**config.mk**
```make
export PLATFORM = sky130hd
export DESIGN_NAME = rv_core_top
export DESIGN_NICKNAME = d
export VERILOG_FILES = /design/src/verilog/rv_core_pkg.sv /design/src/verilog/rv_isa_pkg.sv /design/src/verilog/core_ctrl.sv /design/src/verilog/exu.sv /design/src/verilog/idu.sv /design/src/verilog/key_mux.sv /design/src/verilog/reg_file.sv /design/src/verilog/rv_core_top.sv
export VERILOG_INCLUDE_DIRS = /design/src /design/src/verilog
export SDC_FILE = /design/constraint.sdc
export NUM_CORES = 2
export LEC_CHECK = 0
export ABC_CLOCK_PERIOD_IN_PS = 14030
export BUFFER_PORTS_ARGS = -buffer_cell sky130_fd_sc_hd__buf_4
export CAP_MARGIN = 20
export CORE_ASPECT_RATIO = 1.75
export CORE_MARGIN = 2
export CORE_UTILIZATION = 47
export CTS_BUF_LIST = sky130_fd_sc_hd__clkbuf_2
export CTS_CLUSTER_SIZE = 14
export DETAILED_ROUTE_END_ITERATION = 8
export GPL_TIMING_DRIVEN = 0
export MAX_ROUTING_LAYER = met4
export PLACE_DENSITY = 0.71
export SETUP_SLACK_MARGIN = 0.05
export SYNTH_ARGS = -nofsm -noshare
export SYNTH_HDL_FRONTEND = slang
export SYNTH_HIERARCHICAL = 1
export SYNTH_SLANG_ARGS = --single-unit
```
**constraint.sdc**
```tcl
create_clock -name clock -period 14.03 [get_ports clock]
set_clock_uncertainty 0.15 [all_clocks]
set_input_delay 0 -clock clock [delete_from_list [all_inputs] [get_ports clock]]
set_output_delay 0 -clock clock [all_outputs]
set_load 0.02 [all_outputs]
```
**src/verilog/rv_core_macros.svh**
```systemverilog
`ifndef RV_CORE_MACROS_SVH
`define RV_CORE_MACROS_SVH

// data and address width
`define XLEN 32

// architectural registers, x0 included
`define REG_COUNT 32

// first fetch address
`define RESET_PC 32'h0000_0000

`endif

```
**src/verilog/rv_core_pkg.sv**
```systemverilog
package rv_core_pkg;

    typedef enum logic [2:0] {
        ST_FETCH,
        ST_FETCH_WAIT,
        ST_EXEC,
        ST_LOAD,
        ST_LOAD_WAIT,
        ST_RETIRE
    } ctrl_state_e;

    // what exu does with the decoded instruction
    typedef enum logic [2:0] {
        EXU_ADD,
        EXU_LUI,
        EXU_AUIPC,
        EXU_JAL,
        EXU_JALR,
        EXU_LW,
        EXU_BEQ,
        EXU_NOP
    } exu_op_e;

endpackage

```
**src/verilog/rv_isa_pkg.sv**
```systemverilog
package rv_isa_pkg;

    // major opcodes of the supported subset
    typedef enum logic [6:0] {
        OP_IMM    = 7'b0010011,
        OP_LUI    = 7'b0110111,
        OP_AUIPC  = 7'b0010111,
        OP_JAL    = 7'b1101111,
        OP_JALR   = 7'b1100111,
        OP_LOAD   = 7'b0000011,
        OP_BRANCH = 7'b1100011
    } opcode_e;

    localparam logic [2:0] F3_ADDI = 3'b000;
    localparam logic [2:0] F3_LW   = 3'b010;
    localparam logic [2:0] F3_BEQ  = 3'b000;

    typedef enum logic [2:0] {
        IMM_NONE,
        IMM_I,
        IMM_U,
        IMM_J,
        IMM_B
    } imm_fmt_e;

endpackage
```
**src/verilog/core_ctrl.sv**
```systemverilog
`timescale 1ns/1ps
`include "rv_core_macros.svh"

module core_ctrl (
    input  logic                 clock,
    input  logic                 reset,
    output logic                 mem_req_valid,
    input  logic                 mem_req_ready,
    output logic [`XLEN-1:0]     mem_req_addr,
    input  logic                 mem_rsp_valid,
    input  logic [`XLEN-1:0]     mem_rsp_data,
    input  rv_core_pkg::exu_op_e op,
    input  logic                 writes_rd,
    input  logic [4:0]           rd,
    input  logic [`XLEN-1:0]     result,
    input  logic [`XLEN-1:0]     next_pc,
    output logic [`XLEN-1:0]     instr,
    output logic [`XLEN-1:0]     pc,
    output logic [`XLEN-1:0]     load_data,
    output logic                 retire_valid,
    output logic [`XLEN-1:0]     retire_pc,
    output logic [4:0]           retire_rd,
    output logic                 retire_we,
    output logic [`XLEN-1:0]     retire_data
);

    rv_core_pkg::ctrl_state_e state_q;
    logic [`XLEN-1:0] pc_q, instr_q, load_data_q, result_q, next_pc_q;
    logic is_lw;

    assign is_lw = (op == rv_core_pkg::EXU_LW);

    always_ff @(posedge clock) begin
        if (reset) begin
            state_q <= rv_core_pkg::ST_FETCH;
            pc_q <= `RESET_PC;
        end else begin
            case (state_q)
                rv_core_pkg::ST_FETCH:
                    if (mem_req_ready) state_q <= rv_core_pkg::ST_FETCH_WAIT;
                rv_core_pkg::ST_FETCH_WAIT:
                    if (mem_rsp_valid) state_q <= rv_core_pkg::ST_EXEC;
                rv_core_pkg::ST_EXEC:
                    state_q <= is_lw ? rv_core_pkg::ST_LOAD : rv_core_pkg::ST_RETIRE;
                rv_core_pkg::ST_LOAD:
                    if (mem_req_ready) state_q <= rv_core_pkg::ST_LOAD_WAIT;
                rv_core_pkg::ST_LOAD_WAIT:
                    if (mem_rsp_valid) state_q <= rv_core_pkg::ST_RETIRE;
                default: begin // retire
                    pc_q <= is_lw ? pc_q + 32'd4 : next_pc_q;
                    state_q <= rv_core_pkg::ST_FETCH;
                end
            endcase
        end
    end

    always_ff @(posedge clock) begin
        if (state_q == rv_core_pkg::ST_FETCH_WAIT && mem_rsp_valid) instr_q <= mem_rsp_data;
        if (state_q == rv_core_pkg::ST_LOAD_WAIT && mem_rsp_valid) load_data_q <= mem_rsp_data;
        if (state_q == rv_core_pkg::ST_EXEC) begin
            result_q <= result;
            next_pc_q <= next_pc;
        end
    end

    // bus stays idle while reset is held
    assign mem_req_valid = !reset && ((state_q == rv_core_pkg::ST_FETCH) ||
                                      (state_q == rv_core_pkg::ST_LOAD));
    assign mem_req_addr = (state_q == rv_core_pkg::ST_LOAD) ? next_pc_q : pc_q;

    assign instr = instr_q;
    assign pc = pc_q;
    assign load_data = load_data_q;

    assign retire_valid = (state_q == rv_core_pkg::ST_RETIRE);
    assign retire_pc = pc_q;
    assign retire_rd = rd;
    assign retire_we = retire_valid && writes_rd;
    assign retire_data = is_lw ? result : result_q; // lw result follows load_data

endmodule

```
**src/verilog/exu.sv**
```systemverilog
`timescale 1ns/1ps
`include "rv_core_macros.svh"

module exu (
    input  rv_core_pkg::exu_op_e op,
    input  logic [`XLEN-1:0]     rs1_data,
    input  logic [`XLEN-1:0]     rs2_data,
    input  logic [`XLEN-1:0]     imm,
    input  logic [`XLEN-1:0]     pc,
    input  logic [`XLEN-1:0]     load_data,
    output logic [`XLEN-1:0]     result,
    output logic [`XLEN-1:0]     next_pc
);

    typedef logic [`XLEN-1:0] word_t;

    word_t alu_a, sum, pc_plus4, branch_target, beq_next;
    logic [2:0] a_keys [3];
    word_t a_values [3];
    logic [2:0] res_keys [3];
    word_t res_values [3];
    logic [2:0] pc_keys [4];
    word_t pc_values [4];

    assign a_keys = '{rv_core_pkg::EXU_AUIPC, rv_core_pkg::EXU_LUI, rv_core_pkg::EXU_JAL};
    assign a_values = '{pc, '0, pc};

    key_mux #(.N(3), .KEY_W(3), .T(word_t)) alu_a_mux (
        .key(op), .default_out(rs1_data), .keys(a_keys), .values(a_values), .out(alu_a)
    );

    assign sum = alu_a + imm;
    assign pc_plus4 = pc + 32'd4;
    assign branch_target = pc + imm;
    assign beq_next = (rs1_data == rs2_data) ? branch_target : pc_plus4;

    assign res_keys = '{rv_core_pkg::EXU_JAL, rv_core_pkg::EXU_JALR, rv_core_pkg::EXU_LW};
    assign res_values = '{pc_plus4, pc_plus4, load_data}; // link address or loaded word

    key_mux #(.N(3), .KEY_W(3), .T(word_t)) result_mux (
        .key(op), .default_out(sum), .keys(res_keys), .values(res_values), .out(result)
    );

    // lw hands its access address out here, core_ctrl steps pc by 4 itself
    assign pc_keys = '{rv_core_pkg::EXU_JAL, rv_core_pkg::EXU_JALR, rv_core_pkg::EXU_BEQ,
                       rv_core_pkg::EXU_LW};
    assign pc_values = '{sum, {sum[`XLEN-1:1], 1'b0}, beq_next, sum};

    key_mux #(.N(4), .KEY_W(3), .T(word_t)) next_pc_mux (
        .key(op), .default_out(pc_plus4), .keys(pc_keys), .values(pc_values), .out(next_pc)
    );

endmodule

```
**src/verilog/idu.sv**
```systemverilog
`timescale 1ns/1ps
`include "rv_core_macros.svh"

module idu (
    input  logic [`XLEN-1:0]      instr,
    output rv_core_pkg::exu_op_e  op,
    output logic [4:0]            rs1,
    output logic [4:0]            rs2,
    output logic [4:0]            rd,
    output logic [`XLEN-1:0]      imm,
    output logic                  writes_rd
);

    logic [6:0] opcode;
    logic [2:0] funct3;
    logic [2:0] f3_key;
    rv_isa_pkg::imm_fmt_e fmt;
    logic [6:0] fmt_keys [7];
    rv_isa_pkg::imm_fmt_e fmt_values [7];
    logic [9:0] op_keys [7];
    rv_core_pkg::exu_op_e op_values [7];

    assign opcode = instr[6:0];
    assign funct3 = instr[14:12];
    assign rs1 = instr[19:15];
    assign rs2 = instr[24:20];
    assign rd = instr[11:7];

    assign fmt_keys = '{rv_isa_pkg::OP_IMM, rv_isa_pkg::OP_JALR, rv_isa_pkg::OP_LOAD,
                        rv_isa_pkg::OP_LUI, rv_isa_pkg::OP_AUIPC, rv_isa_pkg::OP_JAL,
                        rv_isa_pkg::OP_BRANCH};
    assign fmt_values = '{rv_isa_pkg::IMM_I, rv_isa_pkg::IMM_I, rv_isa_pkg::IMM_I,
                          rv_isa_pkg::IMM_U, rv_isa_pkg::IMM_U, rv_isa_pkg::IMM_J,
                          rv_isa_pkg::IMM_B};

    key_mux #(.N(7), .KEY_W(7), .T(rv_isa_pkg::imm_fmt_e)) fmt_mux (
        .key(opcode), .default_out(rv_isa_pkg::IMM_NONE),
        .keys(fmt_keys), .values(fmt_values), .out(fmt)
    );

    // U and J formats carry no funct3
    assign f3_key = (fmt == rv_isa_pkg::IMM_I || fmt == rv_isa_pkg::IMM_B) ? funct3 : 3'b000;

    assign op_keys = '{{rv_isa_pkg::OP_IMM, rv_isa_pkg::F3_ADDI}, {rv_isa_pkg::OP_LUI, 3'b000},
                       {rv_isa_pkg::OP_AUIPC, 3'b000}, {rv_isa_pkg::OP_JAL, 3'b000},
                       {rv_isa_pkg::OP_JALR, 3'b000}, {rv_isa_pkg::OP_LOAD, rv_isa_pkg::F3_LW},
                       {rv_isa_pkg::OP_BRANCH, rv_isa_pkg::F3_BEQ}};
    assign op_values = '{rv_core_pkg::EXU_ADD, rv_core_pkg::EXU_LUI, rv_core_pkg::EXU_AUIPC,
                         rv_core_pkg::EXU_JAL, rv_core_pkg::EXU_JALR, rv_core_pkg::EXU_LW,
                         rv_core_pkg::EXU_BEQ};

    key_mux #(.N(7), .KEY_W(10), .T(rv_core_pkg::exu_op_e)) op_mux (
        .key({opcode, f3_key}), .default_out(rv_core_pkg::EXU_NOP),
        .keys(op_keys), .values(op_values), .out(op)
    );

    always_comb begin
        case (fmt)
            rv_isa_pkg::IMM_I: imm = {{20{instr[31]}}, instr[31:20]};
            rv_isa_pkg::IMM_U: imm = {instr[31:12], 12'b0};
            rv_isa_pkg::IMM_J: imm = {{12{instr[31]}}, instr[19:12], instr[20], instr[30:21], 1'b0};
            rv_isa_pkg::IMM_B: imm = {{20{instr[31]}}, instr[7], instr[30:25], instr[11:8], 1'b0};
            default:           imm = '0;
        endcase
    end

    assign writes_rd = (op != rv_core_pkg::EXU_BEQ) && (op != rv_core_pkg::EXU_NOP) && (rd != 5'd0);

endmodule

```
**src/verilog/key_mux.sv**
```systemverilog
`timescale 1ns/1ps

module key_mux #(
    parameter int N = 2,
    parameter int KEY_W = 1,
    parameter type T = logic [31:0]
) (
    input  logic [KEY_W-1:0] key,
    input  T                 default_out,
    input  logic [KEY_W-1:0] keys [N],
    input  T                 values [N],
    output T                 out
);

    always_comb begin
        logic found;
        found = 1'b0;
        out = default_out;
        for (int i = 0; i < N; i++) begin
            if (!found && key == keys[i]) begin // first match wins
                out = values[i];
                found = 1'b1;
            end
        end
    end

endmodule

```
**src/verilog/reg_file.sv**
```systemverilog
`timescale 1ns/1ps
`include "rv_core_macros.svh"

module reg_file (
    input  logic                          clock,
    input  logic                          reset,
    input  logic [$clog2(`REG_COUNT)-1:0] rs1,
    input  logic [$clog2(`REG_COUNT)-1:0] rs2,
    input  logic [$clog2(`REG_COUNT)-1:0] rd,
    input  logic                          we,
    input  logic [`XLEN-1:0]              wdata,
    output logic [`XLEN-1:0]              rs1_data,
    output logic [`XLEN-1:0]              rs2_data
);

    logic [`XLEN-1:0] regs [`REG_COUNT];

    always_ff @(posedge clock) begin
        if (reset) begin
            for (int i = 0; i < `REG_COUNT; i++) begin
                regs[i] <= '0;
            end
        end else if (we && rd != '0) begin // x0 stays zero
            regs[rd] <= wdata;
        end
    end

    assign rs1_data = regs[rs1];
    assign rs2_data = regs[rs2];

endmodule

```
**src/verilog/rv_core_top.sv**
```systemverilog
`timescale 1ns/1ps
`include "rv_core_macros.svh"

module rv_core_top (
    input  logic             clock,
    input  logic             reset,
    output logic             mem_req_valid,
    input  logic             mem_req_ready,
    output logic [`XLEN-1:0] mem_req_addr,
    input  logic             mem_rsp_valid,
    input  logic [`XLEN-1:0] mem_rsp_data,
    output logic             retire_valid,
    output logic [`XLEN-1:0] retire_pc,
    output logic [4:0]       retire_rd,
    output logic             retire_we,
    output logic [`XLEN-1:0] retire_data
);

    rv_core_pkg::exu_op_e op;
    logic [`XLEN-1:0] instr, pc, load_data, imm;
    logic [`XLEN-1:0] rs1_data, rs2_data, result, next_pc;
    logic [4:0] rs1, rs2, rd;
    logic writes_rd;

    core_ctrl ctrl_i (
        .clock(clock), .reset(reset),
        .mem_req_valid(mem_req_valid), .mem_req_ready(mem_req_ready),
        .mem_req_addr(mem_req_addr), .mem_rsp_valid(mem_rsp_valid),
        .mem_rsp_data(mem_rsp_data), .op(op), .writes_rd(writes_rd), .rd(rd),
        .result(result), .next_pc(next_pc), .instr(instr), .pc(pc), .load_data(load_data),
        .retire_valid(retire_valid), .retire_pc(retire_pc), .retire_rd(retire_rd),
        .retire_we(retire_we), .retire_data(retire_data)
    );

    idu idu_i (
        .instr(instr), .op(op), .rs1(rs1), .rs2(rs2), .rd(rd), .imm(imm), .writes_rd(writes_rd)
    );

    reg_file regs_i (
        .clock(clock), .reset(reset), .rs1(rs1), .rs2(rs2), .rd(retire_rd),
        .we(retire_we), .wdata(retire_data), .rs1_data(rs1_data), .rs2_data(rs2_data)
    );

    exu exu_i (
        .op(op), .rs1_data(rs1_data), .rs2_data(rs2_data), .imm(imm), .pc(pc),
        .load_data(load_data), .result(result), .next_pc(next_pc)
    );

endmodule

```
* Yosys cells after proc, flatten, opt, wreduce, memory -nomap -nowiden
Memory sizes are Yosys's and may differ from the RTL's. A register that Yosys moved wholly into a read port is not among the register bits.
Cells that the tools add are included.
** Storage, ports and cells
- Bits in registers :: 163
- Memory bits (writable) :: 1024
- Input port bits :: 36
- Output and inout port bits :: 104
- Memories :: 1
** Cells by class
- $add $sub $neg :: 3
- Equality and inequality tests :: 36
- Muxes and demuxes :: 63
- Reduce and logical (&&, ||, !) cells :: 50
** Memory list
- regs_i.regs :: words 32, width 32, rd ports 2, clocked after Yosys merged registers in 2, write ports 32, line reg_file.sv:16 : logic [`XLEN-1:0] regs [`REG_COUNT];
** Operator list (number)
- 2-to-1 mux 32 bit :: 15
- case mux 32 bit (4 select lines) :: 1
- adder 32 bit :: 2
- 2-to-1 mux 3 bit :: 18
- adder 32 x 3 -> 32 bit (second input constant) :: 1
- == test 32 bit :: 1
- OR reduction 32 bit :: 1
- == test 10 bit (second input constant) :: 3
- logical AND 1 bit :: 25
- 2-to-1 mux 1 bit :: 25
- == test 7 bit (second input constant) :: 3
- == test 10 x 8 -> 1 bit (second input constant) :: 2
- == test 3 x 2 -> 1 bit (second input constant) :: 6
- == test 3 bit (second input constant) :: 6
- logical NOT 1 bit :: 18
- 2-to-1 mux 5 bit :: 3
- case mux 3 bit (5 select lines) :: 1
- == test 7 x 5 -> 1 bit (second input constant) :: 2
- == test 10 x 5 -> 1 bit (second input constant) :: 1
- == test 10 x 9 -> 1 bit (second input constant) :: 1
- == test 3 x 1 -> 1 bit (second input constant) :: 3
- != test 2 bit (second input constant) :: 4
- == test 7 x 2 -> 1 bit (second input constant) :: 1
- == test 7 x 6 -> 1 bit (second input constant) :: 1
- other kinds (6) :: 8

* Depth between registers and ports, before layout
- Depth in word-level cells :: 57
- Mapped depth :: 46

* Modules after synthesis
Netlist, hierarchy kept.
** Modules (own cells, without submodules)
- reg_file :: times used 1, cells an instance 4605, area an instance 55888.6 µm², seq. area each 30749.5 µm²
- core_ctrl :: times used 1, cells an instance 604, area an instance 7125.6 µm², seq. area each 4544.4 µm²
- exu :: times used 1, cells an instance 599, area an instance 4211.5 µm², seq. area each 0.0 µm²
- key_mux (exu_i.alu_a_mux ...) :: times used 2, cells an instance 199, area an instance 1336.3 µm², seq. area each 0.0 µm²
- key_mux (exu_i.next_pc_mux) :: times used 1, cells an instance 321, area an instance 2334.7 µm², seq. area each 0.0 µm²
- key_mux (idu_i.op_mux) :: times used 1, cells an instance 146, area an instance 1177.4 µm², seq. area each 0.0 µm²
- key_mux (idu_i.fmt_mux) :: times used 1, cells an instance 118, area an instance 1039.7 µm², seq. area each 0.0 µm²
- idu :: times used 1, cells an instance 90, area an instance 655.6 µm², seq. area each 0.0 µm²

* Worst setup path before layout
Ideal clock, no wire load.
- Path type :: reg-to-reg
- From :: reg ctrl_i.instr_q[6] (netlist: ctrl_i/instr[6])
- To :: mem regs_i/regs[10][28] (netlist name), data pin
- Setup time :: 131 ps
- Arrival time :: 9236 ps
- Setup slack :: 4512 ps
- Stages on the path, launching flop included :: 44
- Path buffers :: 8
- Clock period less this slack :: 9518 ps
- Cells stage by stage :: edfxtp_1 > buf_6 > xor2_2 > nor4_4 > nand4_4 > and4b_1 > o32a_1 > o221ai_2 > buf_2 > xnor2_1 > buf_2 > nor3b_1 > buf_4 > xor2_1 > nor4_2 > and3_1 > and3b_1 > buf_6 > [... 8 more ...] > a32o_1 > ha_1 > and4_1 > o21a_1 > a21oi_1 > a2111o_1 > a31o_2 > o21a_1 > o21ai_1 > a21oi_1 > xnor2_1 > inv_1 > o211ai_1 > a32o_1 > nand2_1 > nand2_1 > clkbuf_1 > and2_1
** RTL lines
- start: declaration :: line core_ctrl.sv:28 : logic [`XLEN-1:0] pc_q, instr_q, load_data_q, result_q, next_pc_q;
- start signal: assignment :: line core_ctrl.sv:58 : if (state_q == rv_core_pkg::ST_FETCH_WAIT && mem_rsp_valid) instr_q <= mem_rsp_data;
- end: declaration :: line reg_file.sv:16

* Final worst setup path
- From :: reg ctrl_i.instr_q[3] (netlist: ctrl_i/instr[3])
- To :: out retire_data[30]
** On the way
- Word-level cells in the longest chain between the ends :: 56
- Elaborated cells on any way between the ends :: 96
** RTL lines
- == test 7 x 5 -> 1 bit :: line key_mux.sv:20 : if (!found && key == keys[i]) begin
- 2-to-1 mux 1 bit :: line key_mux.sv:20
- logical NOT 1 bit :: line key_mux.sv:20
- logical AND 1 bit :: line key_mux.sv:20
- 2-to-1 mux 1 bit :: line key_mux.sv:20
- logical NOT 1 bit :: line key_mux.sv:20
- logical AND 1 bit :: line key_mux.sv:20
- 2-to-1 mux 1 bit :: line key_mux.sv:20
- [... 12 more ...]
- net idu_i.fmt[0] :: line idu.sv:17 : rv_isa_pkg::imm_fmt_e fmt;
- [... 3 more ...]
- net idu_i.f3_key[2] :: line idu.sv:16 : logic [2:0] f3_key;
- [... 20 more ...]
- net op[1] :: line rv_core_top.sv:19 : rv_core_pkg::exu_op_e op;
- [... 6 more ...]
- logical AND 1 bit :: line key_mux.sv:20
- 2-to-1 mux 32 bit (*) :: line key_mux.sv:20
- net exu_i.alu_a[0] :: line exu.sv:17 : word_t alu_a, sum, pc_plus4, branch_target, beq_next;
- adder 32 bit (*) :: line exu.sv:32 : assign sum = alu_a + imm;
- net exu_i.sum[30] :: line exu.sv:17
- 2-to-1 mux 32 bit (*) (3 in series) :: line key_mux.sv:20
- net result[30] :: line rv_core_top.sv:21 : logic [`XLEN-1:0] rs1_data, rs2_data, result, next_pc;
- 2-to-1 mux 32 bit (*) :: line core_ctrl.sv:79 : assign retire_data = is_lw ? result : result_q;
- end: declaration :: line rv_core_top.sv:16 : output logic [`XLEN-1:0] retire_data
The timed path passes the listed nets; every way through them passes the cells marked *.

==> flow_summary.html <==
<table>
<tr><th>Metric</th><th>Value</th></tr>
<tr><th colspan="2">Routing</th></tr>
<tr><td>Met3 routed wirelength</td><td>30.6 mm</td></tr>
<tr><td>Routed via count</td><td>63800</td></tr>
<tr><td>DR WL met2</td><td>170 mm</td></tr>
<tr><td>DRC Markers</td><td>0</td></tr>
<tr><td>Top routing layer used</td><td>met4</td></tr>
<tr><td>Drt wl/cell</td><td>35.0 um</td></tr>
<tr><td>Average vias per placed instance</td><td>6.35</td></tr>
<tr><td>Number of detailed-route iterations in the first pass</td><td>8</td></tr>
<tr><td>Met1 Wirelength</td><td>104 mm</td></tr>
<tr><td>Detail Route Antenna Nets</td><td>0</td></tr>
<tr><td>Iteration-0 DRC count of the detailed router</td><td>6375</td></tr>
<tr><td>Final WL</td><td>352 mm</td></tr>
<tr><th colspan="2">Worst hold path</th></tr>
<tr><td>Hold-critical path endpoint</td><td>ctrl_i/load_data[11]</td></tr>
<tr><td>Cells on Worst Hold Path</td><td>4</td></tr>
<tr><td>Class of the worst hold path</td><td>in -&gt; reg</td></tr>
<tr><td>Hold path startpoint</td><td>mem_rsp_data[11]</td></tr>
<tr><th colspan="2">Clock network</th></tr>
<tr><td>Clock tree from TritonCTS</td><td>done</td></tr>
<tr><td>Maximum buffer depth of the clock tree</td><td>4</td></tr>
<tr><td>Clock Root Buffer</td><td>sky130_fd_sc_hd__clkbuf_2</td></tr>
<tr><td>H-Tree Level Count</td><td>5</td></tr>
<tr><td>Number of buffers added by the clock tree synthesis step</td><td>290</td></tr>
<tr><td>Number of post-CTS setup repair buffers</td><td>0</td></tr>
<tr><td>Source-to-sink clock delay at the later pin of the worst-skew pair</td><td>1660 ps</td></tr>
<tr><td>Reg clk slew, reported paths</td><td>140 ps</td></tr>
<tr><td>Number of sinks handled by clock tree synthesis</td><td>1187</td></tr>
<tr><th colspan="2">GRT</th></tr>
<tr><td>Global route total overflow</td><td>0</td></tr>
<tr><td>Via count of the first global-routing pass</td><td>64200</td></tr>
<tr><td>Wire length of the first global-routing pass</td><td>477 mm</td></tr>
<tr><td>Antenna violations before repair</td><td>26</td></tr>
<tr><td>Pin count of the biggest net entering global routing</td><td>33</td></tr>
<tr><td>Gr usage total</td><td>43.5%</td></tr>
<tr><th colspan="2">Die</th></tr>
<tr><td>Overall die width</td><td>306 um</td></tr>
<tr><td>Vert. Die Dim</td><td>533 um</td></tr>
<tr><td>Floorplan core area</td><td>159000 um^2</td></tr>
<tr><td>Die ar.</td><td>163000 um^2</td></tr>
<tr><td>Number of top-level design ports</td><td>140</td></tr>
<tr><td>Row count</td><td>194</td></tr>
<tr><td>Initial standard-cell utilization of the core</td><td>47.2%</td></tr>
<tr><th colspan="2">Yosys</th></tr>
<tr><td>Number of distinct standard cells referenced by the synthesized netlist</td><td>109</td></tr>
<tr><td>Share of flip-flops with an asynchronous set or reset after synthesis</td><td>0%</td></tr>
<tr><td>Post-synthesis cell area</td><td>75100 um^2</td></tr>
<tr><td>Library cell with the highest instance count after synthesis</td><td>sky130_fd_sc_hd__edfxtp_1</td></tr>
<tr><td>Synth top area share</td><td>46.1%</td></tr>
<tr><td>List of most frequent post-synthesis cells</td><td>sky130_fd_sc_hd__edfxtp_1 (1152), sky130_fd_sc_hd__mux2i_1 (1063), sky130_fd_sc_hd__and2_1 (1000)</td></tr>
<tr><td>Total of warnings raised by yosys</td><td>6</td></tr>
<tr><td>Number of synthesized register bits</td><td>1187</td></tr>
<tr><td>Proportion of synthesized chip area in sequential cells</td><td>47.0%</td></tr>
<tr><td>Mean area per synthesized cell</td><td>10.9 um^2</td></tr>
<tr><td>Leading cell types by total area after synthesis</td><td>sky130_fd_sc_hd__edfxtp_1 (46%), sky130_fd_sc_hd__mux2i_1 (14%), sky130_fd_sc_hd__and2_1 (8.3%)</td></tr>
<tr><td>Count of flip-flops with a built-in enable after synthesis</td><td>1152</td></tr>
<tr><td>Cell taking the most area after synthesis</td><td>sky130_fd_sc_hd__edfxtp_1</td></tr>
<tr><td>Top flip-flop cell by instance count after synthesis</td><td>sky130_fd_sc_hd__edfxtp_1</td></tr>
<tr><td>Synth Instances</td><td>6881</td></tr>
<tr><th colspan="2">STA</th></tr>
<tr><td>Total Negative Setup Slacks</td><td>0 ps</td></tr>
<tr><td>Timing-limited maximum frequency</td><td>73.4 MHz</td></tr>
<tr><td>Final max-slew violation count</td><td>0</td></tr>
<tr><td>Final critical-path share of the clock period</td><td>97.1%</td></tr>
<tr><td>RSZ-0062 raised after global routing</td><td>false</td></tr>
<tr><td>Hold Fails Final Rpt</td><td>0</td></tr>
<tr><td>Minimum clock period</td><td>13620 ps</td></tr>
<tr><td>Setup violation total in the final timing report</td><td>0</td></tr>
<tr><td>Hold Worst Slack</td><td>91.8 ps</td></tr>
<tr><td>Slew of the pin with the lowest slew margin</td><td>1430 ps</td></tr>
<tr><td>Max transition margin</td><td>4.13%</td></tr>
<tr><th colspan="2">Power and ir drop</th></tr>
<tr><td>Leakage dissipation</td><td>35.0 nW</td></tr>
<tr><td>Total power divided by cell area</td><td>101 nW/um^2</td></tr>
<tr><td>Worst vdd ir</td><td>0.0000623 V</td></tr>
<tr><th colspan="2">Setup path</th></tr>
<tr><td>Biggest cell delay along the critical path</td><td>790 ps</td></tr>
<tr><td>Critical R2R Launch</td><td>ctrl_i/instr[3]</td></tr>
<tr><td>Worst path arrival time</td><td>13470 ps</td></tr>
<tr><td>Nature of the critical path startpoint</td><td>flop</td></tr>
<tr><td>Type of element capturing the critical path</td><td>output pin</td></tr>
<tr><td>Crit path kind</td><td>reg -&gt; out</td></tr>
<tr><td>Critical path data required time</td><td>13880 ps</td></tr>
<tr><td>Biggest fanout along the worst timing path</td><td>12</td></tr>
<tr><td>End of the worst register-to-register path</td><td>regs_i/regs[31][30]</td></tr>
<tr><td>Worst-case register-to-register setup slack</td><td>1310 ps</td></tr>
<tr><td>Crit-path slowest cell</td><td>sky130_fd_sc_hd__nor3b_1</td></tr>
<tr><td>Worst Reg-to-Reg Cells</td><td>42</td></tr>
<tr><th colspan="2">Cells and area</th></tr>
<tr><td>Final nets</td><td>7844</td></tr>
<tr><td>Relative area change from synthesis to final layout</td><td>12.8%</td></tr>
<tr><td>Filler cells</td><td>14400</td></tr>
<tr><td>Fraction of layout cells with a size suffix above 1</td><td>14.4%</td></tr>
<tr><th colspan="2">Status</th></tr>
<tr><td>Result of the run</td><td>complete, no violations</td></tr>
<tr><th colspan="2">Place</th></tr>
<tr><td>Final GP Congestion</td><td>1.08</td></tr>
<tr><td>Detail Placement HPWL</td><td>265 mm</td></tr>
<tr><td>Quantity of I/O buffers inserted on ports</td><td>139</td></tr>
<tr><th colspan="2">Flow run</th></tr>
<tr><td>Max-cap viol count</td><td>0</td></tr>
</table>
-- report_power, final --
| part | switching, mW | total, mW | internal, mW |
|---|---|---|---|
| combinational | 1.38 | 2.01 | 0.634 |
| clock | 1.54 | 2.47 | 0.925 |
| sequential | 0.0803 | 4.11 | 4.02 |
-- critical path, delay by kind of cell (launching register included) --
| family | cells | cell delay [ps] |
|---|---|---|
| adder cells (fa/ha/maj) | 2 | 720 |
| AO/OA/AOI/OAI | 12 | 3990 |
| flip-flops | 1 | 480 |
| AND/OR/NAND/NOR | 14 | 3390 |
| buffers and inverters | 8 | 2510 |
| XOR/XNOR | 5 | 840 |
-- how the worst max path moves through the flow --
stage	cells after the start	to	slack, ps	from
final	41	retire_data[30]	410	ctrl_i/instr[3]
after global placement	40	regs_i/regs[2][30]	-820	ctrl_i/instr[0]
after detailed placement	43	regs_i/regs[3][30]	1040	ctrl_i/instr[0]
after global routing	41	retire_data[30]	200	ctrl_i/instr[4]
after floorplan	43	regs_i/regs[10][28]	4510	ctrl_i/instr[6]
after CTS	42	retire_data[30]	240	ctrl_i/instr[0]
-- cell type report --
class,count,area (um^2),share of cell area (%)
inverters,168,631,0.744
multi-input cells,5119,36700,43.3
clock inverters,107,658,0.777
plain buffers,665,3560,4.21
diodes,35,87.6,0.103
well taps,2058,2570,3.04
repair buffers,311,3180,3.75
flip-flops and latches,1187,35300,41.7
clock buffers,402,2010,2.38
-- metal layers --
layer | track usage, % | vias to the layer above
met3 | 10.7 | 1863
met5 | - | -
met4 | 47.3 | 0
met1 | 38.8 | 30900
met2 | 71.9 | 4080
li1 | - | 26900
-- cell usage in the layout (no fill, tap or decap), types with 28 or more instances in the layout --
master                          netlist  final
sky130_fd_sc_hd__a21oi_1            303    303
sky130_fd_sc_hd__nor2_1             110    109
sky130_fd_sc_hd__xnor2_1            115    115
sky130_fd_sc_hd__buf_12               0     32
sky130_fd_sc_hd__o211ai_1            67     67
sky130_fd_sc_hd__dfxtp_1             35     35
sky130_fd_sc_hd__mux2_2              44     44
sky130_fd_sc_hd__nand4_1             28     28
sky130_fd_sc_hd__and2_1            1000   1000
sky130_fd_sc_hd__inv_1              166    166
sky130_fd_sc_hd__conb_1               5    263
sky130_fd_sc_hd__a32o_1              69     69
sky130_fd_sc_hd__or2_2               37     31
sky130_fd_sc_hd__nor4_1              88     86
sky130_fd_sc_hd__o221a_1             32     32
sky130_fd_sc_hd__nor3_1              87     86
sky130_fd_sc_hd__nand3_1            240    240
sky130_fd_sc_hd__clkinv_1             1     73
sky130_fd_sc_hd__ha_1                64     64
sky130_fd_sc_hd__a22o_1             128    128
sky130_fd_sc_hd__clkbuf_2            10    415
sky130_fd_sc_hd__buf_4              123    264
sky130_fd_sc_hd__diode_2              0     35
sky130_fd_sc_hd__clkbuf_1           312    309
sky130_fd_sc_hd__nand2b_1            76     76
sky130_fd_sc_hd__xor2_1             153    153
sky130_fd_sc_hd__edfxtp_1          1152   1152
sky130_fd_sc_hd__a22oi_1            203    203
sky130_fd_sc_hd__buf_6               44     52
sky130_fd_sc_hd__buf_2              137    137
sky130_fd_sc_hd__a31oi_1             79     75
sky130_fd_sc_hd__nand2_1            384    384
sky130_fd_sc_hd__or3_1               74     74
sky130_fd_sc_hd__o21ai_0             47     47
sky130_fd_sc_hd__dlygate4sd3_1        0    120
sky130_fd_sc_hd__mux2i_1           1063   1063
sky130_fd_sc_hd__o31ai_1             40     40
-- stage by stage --
| step | cells | power (mW) | cell area [um^2] | util (%) | setup WS (ps) |
|---|---|---|---|---|---|
| 2_1_floorplan | 7139 | 5.28 | 76100 | - | 4510 |
| 3_3_place_gp | 9336 | 6.02 | 79700 | 50.0 | -816 |
| 3_5_place_dp | 9378 | 6.06 | 80600 | 50.6 | 1040 |
| 4_1_cts | 10000 | 8.50 | 84400 | 53.0 | 235 |
| 5_1_grt | 10000 | 8.82 | 84700 | 53.2 | 202 |
| 6_report | 10100 | 8.58 | 84700 | 53.2 | 410 |
-- cells by family (layout without fill, tap and decap cells) --
logic type                 after synthesis  after routing  share of synthesized area [%]
and+or+nand+nor                       2261           2261                           17.1
DFF                                   1187           1187                           47.0
AOI/OAI and AO/OA                     1150           1150                           11.1
muxes                                 1108           1108                           14.8
buffers and inverters                  833           1653                           5.58
xor gates and xnor gates               271            271                           3.19
adders and majority gates               66             66                           1.12
other                                    5            298                         0.0250
-- sequential cells by signal, indices dropped and copies added (netlist names) --
register	count
ctrl_i/pc	32
regs_i/regs	1024
ctrl_i/result_q	32
ctrl_i/state_q	3
ctrl_i/next_pc_q	32
ctrl_i/load_data	32
ctrl_i/instr	32
-- timing repair --
item,4_1_cts,5_1_grt
hold endpoints to repair,2142,0
resized for setup,1,3
endpoints found under the setup margin,1,10
hold buffers,120,0
Note: power is estimated with default switching activity, not from simulation.
